## src/hdl/axi_write_pkg.sv

```systemverilog
////////////////////////////////////////
// Bus widths and the 4 KiB burst limit
// Burst-length clamp function
// Byte-count union, raw or beats view
////////////////////////////////////////
`default_nettype none

package axi_write_pkg;

  // Memory address and data beat widths
  parameter int addr_w = 32;
  parameter int data_w = 64;

  // Bytes per beat and byte-offset bits within a beat
  parameter int strb_w = data_w / 8;
  parameter int log_strb_w = $clog2(strb_w);

  // Byte count width, and the beat count it holds
  parameter int xfer_w = 20;
  parameter int beats_w = xfer_w - log_strb_w;

  // AXI4 bursts never exceed or cross a 4 KiB page
  parameter int max_burst_bytes = 4096;

  // Clamp a requested burst length to what fits in one page
  function automatic int burst_beats_of(input int max_len);
    int page_beats;
    page_beats = max_burst_bytes / strb_w;
    return (max_len < page_beats) ? max_len : page_beats;
  endfunction

  // Byte count split into whole beats plus leftover bytes
  typedef struct packed {
    logic [beats_w-1:0]    beats;
    logic [log_strb_w-1:0] rem;
  } xfer_split_t;

  // Same word seen as raw bytes or as beats and remainder
  typedef union packed {
    logic [xfer_w-1:0] bytes;
    xfer_split_t       split;
  } xfer_size_u;

endpackage

`default_nettype wire

```

## src/hdl/axi_stream_write_master.sv

```systemverilog
////////////////////////////////////////
// Stream to AXI4 burst write master
// Sequencer plus AW, W and B channels
////////////////////////////////////////
`default_nettype none

module axi_stream_write_master import axi_write_pkg::*; #(
  parameter int max_burst_len = 16,
  parameter int max_outstanding = 4
) (
  input  logic              aclk,
  input  logic              areset,
  // Control, sampled on ctrl_start
  input  logic              ctrl_start,
  output logic              ctrl_done,
  input  logic [addr_w-1:0] ctrl_addr_offset,
  input  logic [xfer_w-1:0] ctrl_xfer_size_in_bytes,
  // AXI4 write side
  output logic              m_axi_awvalid,
  input  logic              m_axi_awready,
  output logic [addr_w-1:0] m_axi_awaddr,
  output logic [7:0]        m_axi_awlen,
  output logic              m_axi_wvalid,
  input  logic              m_axi_wready,
  output logic [data_w-1:0] m_axi_wdata,
  output logic [strb_w-1:0] m_axi_wstrb,
  output logic              m_axi_wlast,
  input  logic              m_axi_bvalid,
  output logic              m_axi_bready,
  // Data stream in
  input  logic              s_axis_tvalid,
  output logic              s_axis_tready,
  input  logic [data_w-1:0] s_axis_tdata
);

  localparam int burst_len = burst_beats_of(max_burst_len);
  localparam int log_burst_len = $clog2(burst_len);

  logic                             load;
  logic                             running;
  logic [addr_w-1:0]                start_addr;
  logic [beats_w-log_burst_len-1:0] num_bursts;
  logic [log_burst_len-1:0]         final_burst_len;
  logic [strb_w-1:0]                final_strb;
  logic                             burst_first;
  logic                             beat_done;
  logic                             credit_empty;
  logic                             last_resp;
  logic                             aw_accept;

  transfer_sequencer #(.log_burst_len(log_burst_len)) u_seq (
    .aclk (aclk), .areset (areset),
    .ctrl_start (ctrl_start), .ctrl_addr_offset (ctrl_addr_offset),
    .ctrl_xfer_size_in_bytes (ctrl_xfer_size_in_bytes),
    .beat_done (beat_done), .last_resp (last_resp),
    .ctrl_done (ctrl_done), .running (running), .load (load),
    .start_addr (start_addr), .num_bursts (num_bursts),
    .final_burst_len (final_burst_len), .final_strb (final_strb)
  );

  write_data_channel #(.log_burst_len(log_burst_len)) u_w (
    .aclk (aclk), .areset (areset), .running (running), .load (load),
    .num_bursts (num_bursts), .final_burst_len (final_burst_len),
    .final_strb (final_strb),
    .s_axis_tvalid (s_axis_tvalid), .s_axis_tready (s_axis_tready),
    .s_axis_tdata (s_axis_tdata),
    .m_axi_wvalid (m_axi_wvalid), .m_axi_wready (m_axi_wready),
    .m_axi_wdata (m_axi_wdata), .m_axi_wstrb (m_axi_wstrb),
    .m_axi_wlast (m_axi_wlast),
    .burst_first (burst_first), .beat_done (beat_done)
  );

  write_address_channel #(
    .log_burst_len (log_burst_len),
    .burst_len     (burst_len)
  ) u_aw (
    .aclk (aclk), .areset (areset), .load (load),
    .start_addr (start_addr), .num_bursts (num_bursts),
    .final_burst_len (final_burst_len),
    .burst_first (burst_first), .credit_empty (credit_empty),
    .m_axi_awvalid (m_axi_awvalid), .m_axi_awready (m_axi_awready),
    .m_axi_awaddr (m_axi_awaddr), .m_axi_awlen (m_axi_awlen),
    .aw_accept (aw_accept)
  );

  write_response_channel #(
    .max_outstanding (max_outstanding),
    .log_burst_len   (log_burst_len)
  ) u_b (
    .aclk (aclk), .areset (areset), .load (load),
    .num_bursts (num_bursts), .aw_accept (aw_accept),
    .m_axi_bvalid (m_axi_bvalid), .m_axi_bready (m_axi_bready),
    .credit_empty (credit_empty), .last_resp (last_resp)
  );

endmodule

`default_nettype wire

```

## src/hdl/transfer_sequencer.sv

```systemverilog
////////////////////////////////////////
// Transfer FSM, request capture
// Burst split, final strobe, done pulse
////////////////////////////////////////
`default_nettype none

module transfer_sequencer import axi_write_pkg::*; #(
  parameter int log_burst_len = 4
) (
  input  logic                             aclk,
  input  logic                             areset,
  input  logic                             ctrl_start,
  input  logic [addr_w-1:0]                ctrl_addr_offset,
  input  xfer_size_u                       ctrl_xfer_size_in_bytes,
  input  logic                             beat_done,
  input  logic                             last_resp,
  output logic                             ctrl_done,
  output logic                             running,
  output logic                             load,
  output logic [addr_w-1:0]                start_addr,
  output logic [beats_w-log_burst_len-1:0] num_bursts,
  output logic [log_burst_len-1:0]         final_burst_len,
  output logic [strb_w-1:0]                final_strb
);

  localparam logic [1:0] st_idle = 2'd0;
  localparam logic [1:0] st_setup = 2'd1;
  localparam logic [1:0] st_issue = 2'd2;
  localparam logic [1:0] st_wait_resp = 2'd3;

  // Low address bits inside one full burst
  localparam logic [addr_w-1:0] burst_mask = addr_w'((1 << (log_burst_len + log_strb_w)) - 1);

  logic [1:0]         state;
  xfer_size_u         xfer_r;
  // Beat count minus one, the AXI length format
  logic [beats_w-1:0] total_len_r;

  ////////////////////////////////////////
  // FSM
  ////////////////////////////////////////
  always_ff @(posedge aclk) begin
    if (areset) begin
      state <= st_idle;
      load <= 1'b0;
      running <= 1'b0;
      ctrl_done <= 1'b0;
    end else begin
      load <= 1'b0;
      ctrl_done <= 1'b0;
      case (state)
        // Start pulses outside idle are dropped
        st_idle: if (ctrl_start) state <= st_setup;
        st_setup: begin
          load <= 1'b1;
          state <= st_issue;
        end
        st_issue: begin
          // Open the stream the cycle after the channels load
          if (load) begin
            running <= 1'b1;
          end else if (beat_done) begin
            running <= 1'b0;
            state <= st_wait_resp;
          end
        end
        default: begin
          if (last_resp) begin
            ctrl_done <= 1'b1;
            state <= st_idle;
          end
        end
      endcase
    end
  end

  ////////////////////////////////////////
  // Request capture and decode
  ////////////////////////////////////////
  always_ff @(posedge aclk) begin
    if (state == st_idle && ctrl_start) begin
      xfer_r <= ctrl_xfer_size_in_bytes;
      // Align down to a burst boundary
      start_addr <= ctrl_addr_offset & ~burst_mask;
    end
    if (state == st_setup) begin
      // Round up to whole beats, then subtract one
      total_len_r <= (xfer_r.split.rem != '0) ? xfer_r.split.beats
                                               : xfer_r.split.beats - 1'b1;
      // Low rem bytes on the last beat, all of them when rem is zero
      for (int i = 0; i < strb_w; i++) begin
        final_strb[i] <= (xfer_r.split.rem == '0) || (i < xfer_r.split.rem);
      end
    end
  end

  // Upper bits count full bursts, lower bits give the last length
  assign num_bursts = total_len_r[beats_w-1:log_burst_len];
  assign final_burst_len = total_len_r[log_burst_len-1:0];

  a_nonzero_size : assert property (
    @(posedge aclk) disable iff (areset)
    (ctrl_start && state == st_idle) |-> ctrl_xfer_size_in_bytes.bytes != '0
  );

endmodule

`default_nettype wire

```

## src/hdl/up_down_counter.sv

```systemverilog
////////////////////////////////////////
// Loadable up/down counter
// with a zero flag
////////////////////////////////////////
`default_nettype none

module up_down_counter #(
  parameter int width = 8,
  parameter logic [width-1:0] init = '0
) (
  input  logic             aclk,
  input  logic             areset,
  input  logic             load,
  input  logic             incr,
  input  logic             decr,
  input  logic [width-1:0] load_value,
  output logic [width-1:0] count,
  output logic             is_zero
);

  always_ff @(posedge aclk) begin
    if (areset) begin
      count <= init;
    end else if (load) begin
      // Load beats any step request
      count <= load_value;
    end else if (incr && !decr) begin
      count <= count + 1'b1;
    end else if (decr && !incr) begin
      count <= count - 1'b1;
    end
    // incr with decr cancels out
  end

  assign is_zero = (count == '0);

  // Every user stops stepping down at zero, or reloads there
  // An underflow means the surrounding handshake bookkeeping is off
  a_no_underflow : assert property (
    @(posedge aclk) disable iff (areset)
    (decr && !incr && !load) |-> !is_zero
  );

endmodule

`default_nettype wire

```

## src/hdl/write_address_channel.sv

```systemverilog
////////////////////////////////////////
// AW issue after data, under credit
// Burst address step and awlen
////////////////////////////////////////
`default_nettype none

module write_address_channel import axi_write_pkg::*; #(
  parameter int log_burst_len = 4,
  parameter int burst_len = 16
) (
  input  logic                             aclk,
  input  logic                             areset,
  input  logic                             load,
  input  logic [addr_w-1:0]                start_addr,
  input  logic [beats_w-log_burst_len-1:0] num_bursts,
  input  logic [log_burst_len-1:0]         final_burst_len,
  input  logic                             burst_first,
  input  logic                             credit_empty,
  output logic                             m_axi_awvalid,
  input  logic                             m_axi_awready,
  output logic [addr_w-1:0]                m_axi_awaddr,
  output logic [7:0]                       m_axi_awlen,
  output logic                             aw_accept
);

  localparam int nb_w = beats_w - log_burst_len;
  // Data may run ahead by a whole transfer
  localparam int pend_w = nb_w + 1;
  localparam logic [addr_w-1:0] burst_bytes = addr_w'(burst_len * strb_w);

  logic              no_pending;
  logic              final_aw;
  logic              awvalid_r;
  logic [addr_w-1:0] addr_r;

  assign aw_accept = awvalid_r & m_axi_awready;
  assign m_axi_awvalid = awvalid_r;
  assign m_axi_awaddr = addr_r;
  // Full length except on the last burst
  assign m_axi_awlen = final_aw ? 8'(final_burst_len) : 8'(burst_len - 1);

  // Bursts whose data showed up but whose address is not out yet
  up_down_counter #(
    .width (pend_w),
    .init  ('0)
  ) u_pending_cnt (
    .aclk       (aclk),
    .areset     (areset),
    .load       (1'b0),
    .incr       (burst_first),
    .decr       (aw_accept),
    .load_value ('0),
    .count      (),
    .is_zero    (no_pending)
  );

  // Addresses still to issue after the current one
  up_down_counter #(
    .width (nb_w),
    .init  ('0)
  ) u_issue_cnt (
    .aclk       (aclk),
    .areset     (areset),
    .load       (load),
    .incr       (1'b0),
    .decr       (aw_accept & ~final_aw),
    .load_value (num_bursts),
    .count      (),
    .is_zero    (final_aw)
  );

  ////////////////////////////////////////
  // AW valid and address
  ////////////////////////////////////////
  always_ff @(posedge aclk) begin
    if (areset) begin
      awvalid_r <= 1'b0;
    end else if (!awvalid_r) begin
      // A fresh first beat counts before it reaches the pending count
      awvalid_r <= (!no_pending | burst_first) & !credit_empty;
    end else if (m_axi_awready) begin
      awvalid_r <= 1'b0;
    end
  end

  always_ff @(posedge aclk) begin
    if (load) begin
      addr_r <= start_addr;
    end else if (aw_accept) begin
      addr_r <= addr_r + burst_bytes;
    end
  end

  a_aw_hold : assert property (
    @(posedge aclk) disable iff (areset)
    (m_axi_awvalid && !m_axi_awready) |=>
      m_axi_awvalid && $stable(m_axi_awaddr) && $stable(m_axi_awlen)
  );

endmodule

`default_nettype wire

```

## src/hdl/write_data_channel.sv

```systemverilog
////////////////////////////////////////
// Stream to W channel gating
// Beat and burst counts, wlast, wstrb
////////////////////////////////////////
`default_nettype none

module write_data_channel import axi_write_pkg::*; #(
  parameter int log_burst_len = 4
) (
  input  logic                             aclk,
  input  logic                             areset,
  input  logic                             running,
  input  logic                             load,
  input  logic [beats_w-log_burst_len-1:0] num_bursts,
  input  logic [log_burst_len-1:0]         final_burst_len,
  input  logic [strb_w-1:0]                final_strb,
  input  logic                             s_axis_tvalid,
  output logic                             s_axis_tready,
  input  logic [data_w-1:0]                s_axis_tdata,
  output logic                             m_axi_wvalid,
  input  logic                             m_axi_wready,
  output logic [data_w-1:0]                m_axi_wdata,
  output logic [strb_w-1:0]                m_axi_wstrb,
  output logic                             m_axi_wlast,
  output logic                             burst_first,
  output logic                             beat_done
);

  localparam int nb_w = beats_w - log_burst_len;

  logic                     wxfer;
  logic                     burst_end;
  logic                     beat_zero;
  logic                     final_burst;
  logic                     next_is_final;
  logic [log_burst_len-1:0] beat_value;
  logic [nb_w-1:0]          bursts_left;
  logic                     wfirst;
  logic                     first_seen;

  // Straight pass-through, opened only while running
  assign m_axi_wvalid = s_axis_tvalid & running;
  assign s_axis_tready = m_axi_wready & running;
  assign m_axi_wdata = s_axis_tdata;
  assign wxfer = m_axi_wvalid & m_axi_wready;

  assign m_axi_wlast = beat_zero & s_axis_tvalid;
  assign burst_end = wxfer & m_axi_wlast;
  assign beat_done = burst_end & final_burst;
  // Short strobe only on the closing beat of the transfer
  assign m_axi_wstrb = (m_axi_wlast & final_burst) ? final_strb : '1;

  // Pick full or short length for the burst about to start
  assign next_is_final = load ? (num_bursts == '0) : (bursts_left == nb_w'(1));
  assign beat_value = next_is_final ? final_burst_len : '1;

  // Beats left in the current burst, zero on the last one
  up_down_counter #(
    .width (log_burst_len),
    .init  ('1)
  ) u_beat_cnt (
    .aclk       (aclk),
    .areset     (areset),
    .load       (load | burst_end),
    .incr       (1'b0),
    .decr       (wxfer),
    .load_value (beat_value),
    .count      (),
    .is_zero    (beat_zero)
  );

  // Bursts left after the current one
  up_down_counter #(
    .width (nb_w),
    .init  ('0)
  ) u_burst_cnt (
    .aclk       (aclk),
    .areset     (areset),
    .load       (load),
    .incr       (1'b0),
    .decr       (burst_end & ~final_burst),
    .load_value (num_bursts),
    .count      (bursts_left),
    .is_zero    (final_burst)
  );

  ////////////////////////////////////////
  // First-beat detect for the AW side
  ////////////////////////////////////////
  always_ff @(posedge aclk) begin
    if (areset) begin
      wfirst <= 1'b1;
      first_seen <= 1'b0;
    end else begin
      if (wxfer) wfirst <= m_axi_wlast;
      // Remember a first beat already reported while it stalls
      first_seen <= wxfer ? 1'b0 : (first_seen | (m_axi_wvalid & wfirst));
    end
  end

  assign burst_first = m_axi_wvalid & wfirst & ~first_seen;

  // Beat counter sits at zero only inside a running transfer
  a_wlast_with_valid : assert property (
    @(posedge aclk) disable iff (areset)
    m_axi_wlast |-> m_axi_wvalid
  );

endmodule

`default_nettype wire

```

## src/hdl/write_response_channel.sv

```systemverilog
////////////////////////////////////////
// B channel, outstanding-burst credit
// and final response flag
////////////////////////////////////////
`default_nettype none

module write_response_channel import axi_write_pkg::*; #(
  parameter int max_outstanding = 4,
  parameter int log_burst_len = 4
) (
  input  logic                             aclk,
  input  logic                             areset,
  input  logic                             load,
  input  logic [beats_w-log_burst_len-1:0] num_bursts,
  input  logic                             aw_accept,
  input  logic                             m_axi_bvalid,
  output logic                             m_axi_bready,
  output logic                             credit_empty,
  output logic                             last_resp
);

  localparam int nb_w = beats_w - log_burst_len;
  localparam int cred_w = $clog2(max_outstanding + 1);

  logic resp_zero;

  // Responses are always taken
  assign m_axi_bready = 1'b1;
  assign last_resp = m_axi_bvalid & resp_zero;

  // Free slots, down on each address, up on each response
  up_down_counter #(
    .width (cred_w),
    .init  (cred_w'(max_outstanding))
  ) u_credit_cnt (
    .aclk       (aclk),
    .areset     (areset),
    .load       (1'b0),
    .incr       (m_axi_bvalid),
    .decr       (aw_accept),
    .load_value ('0),
    .count      (),
    .is_zero    (credit_empty)
  );

  // Responses still due after the next one
  up_down_counter #(
    .width (nb_w),
    .init  ('0)
  ) u_resp_cnt (
    .aclk       (aclk),
    .areset     (areset),
    .load       (load),
    .incr       (1'b0),
    .decr       (m_axi_bvalid & ~resp_zero),
    .load_value (num_bursts),
    .count      (),
    .is_zero    (resp_zero)
  );

endmodule

`default_nettype wire

```

## config.mk

```make
export PLATFORM = sky130hd
export DESIGN_NAME = axi_stream_write_master
export DESIGN_NICKNAME = d
export VERILOG_FILES = /design/src/hdl/axi_write_pkg.sv /design/src/hdl/axi_stream_write_master.sv /design/src/hdl/transfer_sequencer.sv /design/src/hdl/up_down_counter.sv /design/src/hdl/write_address_channel.sv /design/src/hdl/write_data_channel.sv /design/src/hdl/write_response_channel.sv
export SDC_FILE = /design/constraint.sdc
export NUM_CORES = 1
export LEC_CHECK = 0
export BUFFER_PORTS_ARGS = -buffer_cell sky130_fd_sc_hd__buf_2
export CAP_MARGIN = 20
export CORE_ASPECT_RATIO = 1.25
export CORE_MARGIN = 1
export CORE_UTILIZATION = 47
export CTS_BUF_LIST = sky130_fd_sc_hd__clkbuf_2
export DETAILED_ROUTE_END_ITERATION = 8
export HOLD_SLACK_MARGIN = 0.02
export PLACE_DENSITY = 0.71
export SYNTH_ARGS = -nofsm -noshare
export SYNTH_HDL_FRONTEND = slang
export SYNTH_HIERARCHICAL = 1
export SYNTH_SLANG_ARGS = --single-unit
```

## constraint.sdc

```tcl
create_clock -name aclk -period 3.25 [get_ports aclk]
set_input_delay 0.1625 -clock aclk [delete_from_list [all_inputs] [get_ports aclk]]
set_output_delay 0.1625 -clock aclk [all_outputs]
set_load 0.005 [all_outputs]
```

# Word-level counts from Yosys, hierarchy flattened

Cells that the tools add are included.

Register bits after elaboration: 170
Bits in latches: 0
Bits in writable memories: 0
Bits in read-only memories: 0
Bits of input ports: 123
Output and inout port bits: 118
Word-level logic and storage cells: 134
Memories: 0

$add $sub $neg: 10
Multiply operators: 0
Div/mod/pow operators: 0
Order comparisons: 7
Equal/unequal tests: 6
Shift-type cells: 0
Muxes and demuxes: 30
Bitwise gates (word level): 22
Reductions and logical operators: 40

Operator list:

| cell                    | number |
|---|---|
| $mux W13                | 6 |
| $mux W32                | 2 |
| $logic_not A13 Y1       | 4 |
| $sub A13 B1 Y13 const B | 3 |
| $add A32 B8 Y32 const B | 1 |
| $mux W14                | 2 |
| $mux W17                | 1 |
| $sub A17 B1 Y17 const B | 1 |
| $mux W4                 | 4 |
| $reduce_bool A2 Y1      | 8 |
| $and A1 B1 Y1           | 15 |
| $add A14 B1 Y14 const B | 1 |
| $logic_not A14 Y1       | 1 |
| $sub A14 B1 Y14 const B | 1 |
| $eq A13 B1 Y1 const B   | 1 |
| $lt A3 B3 Y1 const A    | 3 |
| $mux W2                 | 4 |
| $mux W8                 | 1 |
| $logic_or A1 B1 Y1      | 7 |
| $mux W1                 | 7 |
| $logic_not A3 Y1        | 2 |
| $lt A1 B3 Y1 const A    | 2 |
| $lt A2 B3 Y1 const A    | 2 |
| $mux W3                 | 2 |
| other kinds (19)        | 34 |

# Depth between registers and ports, before layout

Gate-level depths: netlist of run 1.

Word-level depth: 7
Gate-level depth with buffers: 13
Gate-level depth less buffers: 12

# Modules after synthesis

Netlist of run 1, hierarchy kept.

By module, submodules not included:

| module                               | times used | cells each | area an instance (sq um) | seq. area each (sq um) |
|---|---|---|---|---|
| transfer_sequencer                   | 1          | 163        | 2795.2                   | 2202.1 |
| up_down_counter (u_b.u_resp_cnt ...) | 2          | 144        | 1124.8                   | 260.2 |
| write_address_channel                | 1          | 190        | 1900.6                   | 980.9 |
| up_down_counter (u_aw.u_pending_cnt) | 1          | 165        | 1338.8                   | 280.3 |
| up_down_counter (u_aw.u_issue_cnt)   | 1          | 149        | 1129.8                   | 260.2 |
| write_data_channel                   | 1          | 105        | 789.5                    | 40.0 |
| up_down_counter (u_w.u_beat_cnt)     | 1          | 35         | 315.3                    | 80.1 |
| up_down_counter (u_b.u_credit_cnt)   | 1          | 20         | 196.4                    | 60.1 |
| write_response_channel               | 1          | 5          | 31.3                     | 0.0 |

# Worst setup path before layout of run 1

Ideal clock, no wire load.

Path type: reg2reg
From: register u_seq.running
To: register u_aw.u_pending_cnt.count[10]
Setup time: 123 ps
Data arrival time: 2637 ps
Data required time: 3127 ps
Path slack: 490 ps
Cell stages (with the launch flop): 12
Path buffers: 0
Clock period less this slack: 2760 ps
Cell sequence: dfxtp_1 -> and2_1 -> nand2_1 -> nor2_1 -> nand2b_1 -> ha_1 -> nor2b_4 -> o31ai_2 -> a21oi_2 -> a2111o_1 -> o221ai_2 -> a211oi_2

Cells in the longest elaborated chain, start to end: 6
Elaborated cells on any way between the ends: 8
Classes of those cells: 1 x mux; 3 x bitwise; 4 x reduce/logical

Ends and longest elaborated chain:

| item                           | RTL line                      | RTL |
|---|---|---|
| start, declared                | transfer_sequencer.sv:18      | `output logic running,` |
| start signal, assigned         | transfer_sequencer.sv:46      | `running <= 1'b0;` |
| start signal, assigned         | transfer_sequencer.sv:61      | `running <= 1'b1;` |
| start signal, assigned         | transfer_sequencer.sv:63      | `running <= 1'b0;` |
| $and A1 B1 Y1 (*)              | write_data_channel.sv:42      | `assign m_axi_wvalid = s_axis_tvalid & running;` |
| named net m_axi_wvalid         | axi_stream_write_master.sv:23 | `output logic m_axi_wvalid,` |
| $and A1 B1 Y1 (*) (2 in a row) | write_data_channel.sv:101     | `assign burst_first = m_axi_wvalid & wfirst & ~first_seen;` |
| named net burst_first          | axi_stream_write_master.sv:45 | `logic burst_first;` |
| $logic_not A1 Y1               | up_down_counter.sv:29         | `end else if (decr && !incr) begin` |
| $logic_and A1 B1 Y1            | up_down_counter.sv:29         |  |
| $reduce_bool A2 Y1 (no line)   | -                             |  |
| end signal, assigned           | up_down_counter.sv:26         | `count <= load_value;` |
| end signal, assigned           | up_down_counter.sv:28         | `count <= count + 1'b1;` |
| end signal, assigned           | up_down_counter.sv:30         | `count <= count - 1'b1;` |
| end, declared                  | up_down_counter.sv:17         | `output logic [width-1:0] count,` |

The timed path passes the listed nets; every way through them passes the cells marked *.
A chain may end at the register's enable or synchronous reset.

# Worst setup path in the final report of run 1

From: register u_w.u_burst_cnt.count[8]
To: output port m_axi_wstrb[3]

Cells in the longest elaborated chain, start to end: 3

Ends and longest elaborated chain:

| item                      | RTL line                      | RTL |
|---|---|---|
| start, declared           | up_down_counter.sv:17         |  |
| start signal, assigned    | up_down_counter.sv:23         | `count <= init;` |
| start signal, assigned    | up_down_counter.sv:26         |  |
| start signal, assigned    | up_down_counter.sv:28         |  |
| $logic_not A13 Y1         | up_down_counter.sv:35         | `assign is_zero = (count == '0);` |
| named net u_w.final_burst | write_data_channel.sv:34      | `logic final_burst;` |
| $and A1 B1 Y1             | write_data_channel.sv:51      | `assign m_axi_wstrb = (m_axi_wlast & final_burst) ? final_strb : '1;` |
| $mux W8                   | write_data_channel.sv:51      |  |
| end, declared             | axi_stream_write_master.sv:26 | `output logic [strb_w-1:0] m_axi_wstrb,` |

The timed path passes the listed nets, and every way through them passes these cells.

==> out/results.ini, run 1 <==
[clock_tree]
clkSinkCount=170
cts.clk_slew.worst_paths_ps=290
cts_root_buf=clkbuf_2
clock_latency_ps=790
h-tree-depth=4
cts_resized=0
cts_buffers=17
clockBufferDepth=2
cts_tree=done

[setup_path]
cp.required_ps=3090
slowest_stage=or4_1
cp.arrival_ps=2760
crit_family=simple AND/OR/NAND/NOR gates
worst-path-buf-inv=2
critPathMaxFanout=8
crit_path_end_kind=primary output
path_class=reg -> out
slowest_delay_ps=530
cp_cell_sequence=or4_1, nor4_1, buf_4, nand2_2, or2_2, buf_2
start_kind=register

[sta]
maxSlewHeadroom_pct=28.4
holdWs_ps=89.0
tightestPinTransition_ps=1070
finalCritPeriodShare_pct=89.9
finalSetupViolCount=0
rsz0062_at_grt=false
finalCriticalPeriod_ps=2920
tns_ps=0
max_freq_mhz=342
finalClockSkew_ps=52.8
hold_violations=0
drv_slew=0

[cells_and_area]
fillers=1911
syn_to_final_growth_pct=15.1
fin_cells=1578
final_util_pct=55.3
drive_above_1_share_pct=15.3
fin_nets=1467

[placed_design]
hpwl_um=17000
dp_cells=1453
gp_congestion=0.840
port_buffers=100

[synthesis]
yosys.area.top_type=edfxtp_1
synth_seq_cells=170
synth_edf_count=102
seq_area_frac_synth_pct=41.2
ys_warn_count=6
synth.distinct_cells=87
syn_area_per_cell_um2=9.60
yosysTopAreaCellShare_pct=28.5
ys_top_cells_by_area=edfxtp_1 (29%), dfxtp_1 (13%), ha_1 (6.6%)
dominantRegCellSynth=edfxtp_1
syn_inst=1120
async_reset_ff_share_pct=0
syn_area_mm2=0.0107

[floorplan]
ioPinCount=241
core-area_mm2=0.0224
die_y_um=171
die_area_mm2=0.0235
placement_rows=61
initial_utilization_pct=48.1
die_w_um=137

[drt]
route.detailed.drc=0
vias_per_cell=5.46
drtIter0Drc=451
finalWirelength_um=25600
wl_per_cell_um=16.2
firstDrtPassIters=4
vias=8620
ant_nets=0

[global_routing]
track_usage_pct=22.1
grt_pass1_wl_um=40500
grt_overflow=0
antenna_found_initial=1
grt_pass1_vias=8228
grt_max_degree=74

[power_and_ir_drop]
power_density_mw_per_mm2=686
p_leak_uw=0.00494
ir_drop_mv=0.398
power_uw=8490

[hold_path]
hp-class=in -> reg

[status]
status=finished, final reports clean

[job]
cap_violations=0

==> cells in the mapped netlist, types with 18 or more instances <==
master / instances
clkbuf_1: 20
inv_1: 25
dfxtp_1: 68
nor3_1: 36
xnor2_1: 31
nand2b_1: 18
a21o_1: 22
nand3_1: 29
o21ai_0: 40
edfxtp_1: 102
a21oi_1: 79
buf_4: 76
a211oi_1: 19
xor2_1: 49
nor2_1: 118
ha_1: 57
nand2_1: 65
and2_1: 18
==> cells by family (layout without fill, tap and decap cells) <==
family / Yosys count / after routing / synth area share, %
AND/OR/NAND/NOR: 393 / 393 / 19.3
adder cells (fa/ha/maj): 63 / 63 / 7.75
multiplexers: 14 / 14 / 1.36
AO/OA/AOI/OAI: 254 / 254 / 15.9
XOR/XNOR: 81 / 81 / 6.67
buffers and inverters: 139 / 266 / 7.66
other: 6 / 54 / 0.210
flip-flops: 170 / 170 / 41.2
==> power breakdown <==
part	leakage (uW)	switching (uW)	internal [uW]	total, uW
sequential	0.00153	630	3010	3640
clock	0.000149	825	385	1210
combinational	0.00326	1970	1660	3630
total	0.00494	3430	5060	8490
==> placed cells by master, fill, tap and decap left out, types with 6 or more instances in the layout <==
| cell type | instances |
|---|---|
| mux2i_1 | 9 |
| xor2_1 | 49 |
| nor2_1 | 118 |
| inv_1 | 25 |
| nand2b_1 | 18 |
| nand2_1 | 65 |
| buf_2 | 100 |
| a31oi_1 | 12 |
| xnor2_1 | 31 |
| buf_4 | 15 |
| edfxtp_1 | 102 |
| a21oi_1 | 79 |
| nor3_1 | 36 |
| and4_1 | 7 |
| a21o_1 | 22 |
| ha_1 | 57 |
| nor4_1 | 17 |
| dfxtp_1 | 67 |
| nand3_1 | 29 |
| o21ai_1 | 6 |
| fa_1 | 6 |
| and3_1 | 7 |
| conb_1 | 53 |
| o211ai_1 | 7 |
| or2_2 | 9 |
| clkbuf_2 | 19 |
| o21a_1 | 7 |
| o21ai_0 | 40 |
| a211oi_1 | 19 |
| and2_1 | 17 |
| nand4_1 | 13 |
| nor2b_1 | 12 |
| dlygate4sd3_1 | 91 |
| or3_1 | 7 |
==> final timing paths <==
path                                                              from                                   endpoint  slack (ps)  cells past startpoint
worst min-delay path                              ctrl_addr_offset[31]             u_seq/start_addr[31]$_DFFE_PP_          90                      2
worst min register to register  u_b/u_credit_cnt/count[2]$_SDFFE_PP1P_     u_b/u_credit_cnt/count[2]$_SDFFE_PP1P_         520                      2
worst max-delay path             u_w/u_burst_cnt/count[8]$_SDFFE_PP0P_                             m_axi_wstrb[3]         330                      6
worst max register to register              u_seq/running$_SDFFE_PP0P_  u_aw/u_pending_cnt/count[10]$_SDFFE_PP0P_         340                     12
==> flip-flops by register name, summed over array words and instances, names as in the netlist, 8 cells and up <==
register / count
u_seq/final_strb: 8
u_seq/total_len_r: 17
u_aw/u_pending_cnt/count: 14
u_seq/xfer_r: 20
u_w/u_burst_cnt/count: 13
u_seq/start_addr: 25
u_aw/m_axi_awaddr: 32
u_aw/u_issue_cnt/count: 13
u_b/u_resp_cnt/count: 13
==> stage by stage <==
stage	worst slack (ps)	cell area, um2
3_5_place_dp	357	11200
4_1_cts	234	12300
6_report	329	12400
5_1_grt	77.0	12400
2_1_floorplan	490	10900
3_3_place_gp	404	11200
==> layer usage <==
layer	global-route usage [%]	routed length (um)	up-vias
met5	0	0	-
li1	-	-	4277
met1	25.4	10600	4083
met3	5.39	1370	42
met2	39.4	13100	218
met4	7.79	441	0
==> worst register-to-register path: stages, from the launching register on <==
cell,delay (ps)
dfxtp_1,420
and2_1,170
nand2_1,60
nor2_1,310
nand2b_1,100
buf_4,210
ha_1,340
nor2b_4,150
o31ai_2,310
a21oi_2,140
a2111o_1,430
o221ai_2,70
a211oi_2,90
==> final cells by class <==
class,count,area [um2],share of cell area (%)
Multi-Input combinational cell,858,5680,45.9
Sequential cell,170,4430,35.8
Clock buffer,19,95.1,0.769
Antenna cell,1,2.50,0.0202
Clock inverter,13,165,1.34
Tap cell,283,354,2.86
Timing Repair Buffer,207,1540,12.5
Inverter,27,101,0.820
==> what timing repair did <==
action	CTS	global route
buffers inserted	0	0
hold buffers	91	0
hold endpoints to repair	79	0
Note: power is estimated with default switching activity, not from simulation.
==> run 2: changes to the inputs <==
--- a/config.mk
+++ b/config.mk
@@ -10,7 +10,6 @@
 export CORE_ASPECT_RATIO = 1.25
 export CORE_MARGIN = 1
 export CORE_UTILIZATION = 47
-export CTS_BUF_LIST = sky130_fd_sc_hd__clkbuf_2
 export DETAILED_ROUTE_END_ITERATION = 8
 export HOLD_SLACK_MARGIN = 0.02
 export PLACE_DENSITY = 0.71
==> constraint.sdc (replaced) <==
create_clock -name aclk -period 3.25 [get_ports aclk]
set_input_delay 0.1625 -clock aclk [delete_from_list [all_inputs] [get_ports aclk]]
set_output_delay 0.1625 -clock aclk [all_outputs]
set_load 0.05 [all_outputs]
==> out/results.ini, run 2 (synthesis results as in run 1) <==
[placed_design]
port_buffers=100
hpwl_um=17000
gp_congestion=0.840
dp_cells=1453

[drt]
firstDrtPassIters=5
vias_per_cell=5.47
vias=8381
drtIter0Drc=442
ant_nets=0
finalWirelength_um=24800
route.detailed.drc=0
wl_per_cell_um=16.2

[setup_path]
cp_cell_sequence=and2_1, nand2_1, nor2_1, nand2b_1, buf_4, ha_1, nor2b_4, o31ai_2, a21oi_2, a2111o_1, o221ai_2, a211oi_2
crit_family=compound AO/OA/AOI/OAI gates
path_class=reg -> reg
worst_r2r_path_depth=12
cp.arrival_ps=3180
slowest_delay_ps=430
worst-path-buf-inv=1
crit_path_end_kind=register
reg2reg_to=u_aw/u_pending_cnt/count[10]$_SDFFE_PP0P_
cp.required_ps=3540
slowest_stage=a2111o_1
start_kind=register
r2r-start=u_seq/running$_SDFFE_PP0P_
critPathMaxFanout=15
rrSetupSlack_ps=360

[clock_tree]
cts_hold_buf=45
cts_tree=done
cts_setup_buffers=0
clkSinkCount=170
cts_root_buf=clkbuf_16
cts_resized=0
h-tree-depth=4
clock_latency_ps=430
clockBufferDepth=2
cts.clk_slew.worst_paths_ps=70
cts_buffers=17

[cells_and_area]
layout.cells.most_common=nor2_1
fin_nets=1421
syn_to_final_growth_pct=13.9
largest_reg_flops=32
drive_above_1_share_pct=15.7
final_util_pct=54.7
fin_cells=1531
final_cell_mix=nor2_1 (118), edfxtp_1 (102), buf_2 (100)
diodes=0

[power_and_ir_drop]
p_leak_uw=0.00488
power_density_mw_per_mm2=789
ir_drop_mv=0.491

[sta]
tightestPinTransition_ps=1030
finalSetupViolCount=0
finalCritPeriodShare_pct=89.0
maxSlewHeadroom_pct=31.4
rsz0062_at_grt=false
finalClockSkew_ps=11.2
max_freq_mhz=346
hold_violations=0
drv_slew=0
finalCriticalPeriod_ps=2890
tns_ps=0

[global_routing]
grt_max_degree=74
grt_overflow=0
grt_pass1_vias=8099
grt_pass1_wl_um=39600
track_usage_pct=21.6
antenna_found_initial=0

[floorplan]
initial_utilization_pct=48.1
die_area_mm2=0.0235
placement_rows=61
die_y_um=171
ioPinCount=241
core-area_mm2=0.0224
die_w_um=137

[job]
cap_violations=0

[hold_path]
min_from=m_axi_awready
hold_depth=4
hp-class=in -> reg
hold_path_end=u_aw/m_axi_awvalid$_SDFF_PP0_

[status]
status=finished, final reports clean

## run 2: changes by cell type in the layout (fill, tap and decap cells not counted), sizes merged
| cell | change |
|---|---|
| dlygate4sd3 | -46 |
| diode | -1 |
## run 2: final cells by class
type	count	area (um2)
clock buffers	19	433
inverters	27	101
multi-input cells	858	5680
repair buffers	161	1080
fillers	1908	10100
flip-flops and latches	170	4430
clock inverters	13	165
well taps	283	354
## run 2: worst max path at each step
| stage | startpoint | end | slack [ps] | cells past startpoint |
|---|---|---|---|---|
| final | u_seq/running$_SDFFE_PP0P_ | u_aw/u_pending_cnt/count[10]$_SDFFE_PP0P_ | 360 | 12 |
| after detailed placement | u_seq/running$_SDFFE_PP0P_ | u_aw/u_pending_cnt/count[10]$_SDFFE_PP0P_ | 360 | 12 |
| after CTS | u_seq/running$_SDFFE_PP0P_ | u_aw/u_pending_cnt/count[10]$_SDFFE_PP0P_ | 320 | 12 |
| after global placement | u_seq/running$_SDFFE_PP0P_ | u_aw/u_pending_cnt/count[10]$_SDFFE_PP0P_ | 400 | 12 |
| after global routing | u_seq/running$_SDFFE_PP0P_ | u_aw/u_pending_cnt/count[13]$_SDFFE_PP0P_ | 90 | 12 |
| after floorplan | u_seq/running$_SDFFE_PP0P_ | u_aw/u_pending_cnt/count[10]$_SDFFE_PP0P_ | 140 | 11 |
## run 2: through the flow
stage,hold slack (ps),instance area [um2],setup WS [ps],power (uW)
after floorplan,227,10900,139,6830
after global routing,83.9,12200,91.7,10300
after global placement,325,11200,404,7400
after CTS,39.4,12200,316,9640
final,51.3,12200,356,9650
after detailed placement,325,11200,357,7490
## run 2: where the power goes
part | total (uW) | internal, uW | switching [uW]
Clock | 2080 | 1160 | 917
Sequential | 3650 | 3020 | 631
Combinational | 3920 | 1620 | 2310
Total | 9650 | 5800 | 3850
## run 2: layer usage
layer	vias to the layer above	GRT usage, %	part of all wire, %	wire length [um]
met3	33	5.48	5.0	1240
met1	3978	24.8	42	10400
li1	4176	-	-	-
met4	0	8.79	2.0	490
met5	-	0	0	0
met2	194	37.9	51	12700
## run 2: worst register-to-register path, stage by stage, from the launching register on
cell	delay (ps)
dfxtp_1	350
and2_1	170
nand2_1	60
nor2_1	330
nand2b_1	100
buf_4	210
ha_1	340
nor2b_4	150
o31ai_2	300
a21oi_2	140
a2111o_1	430
o221ai_2	70
a211oi_2	90
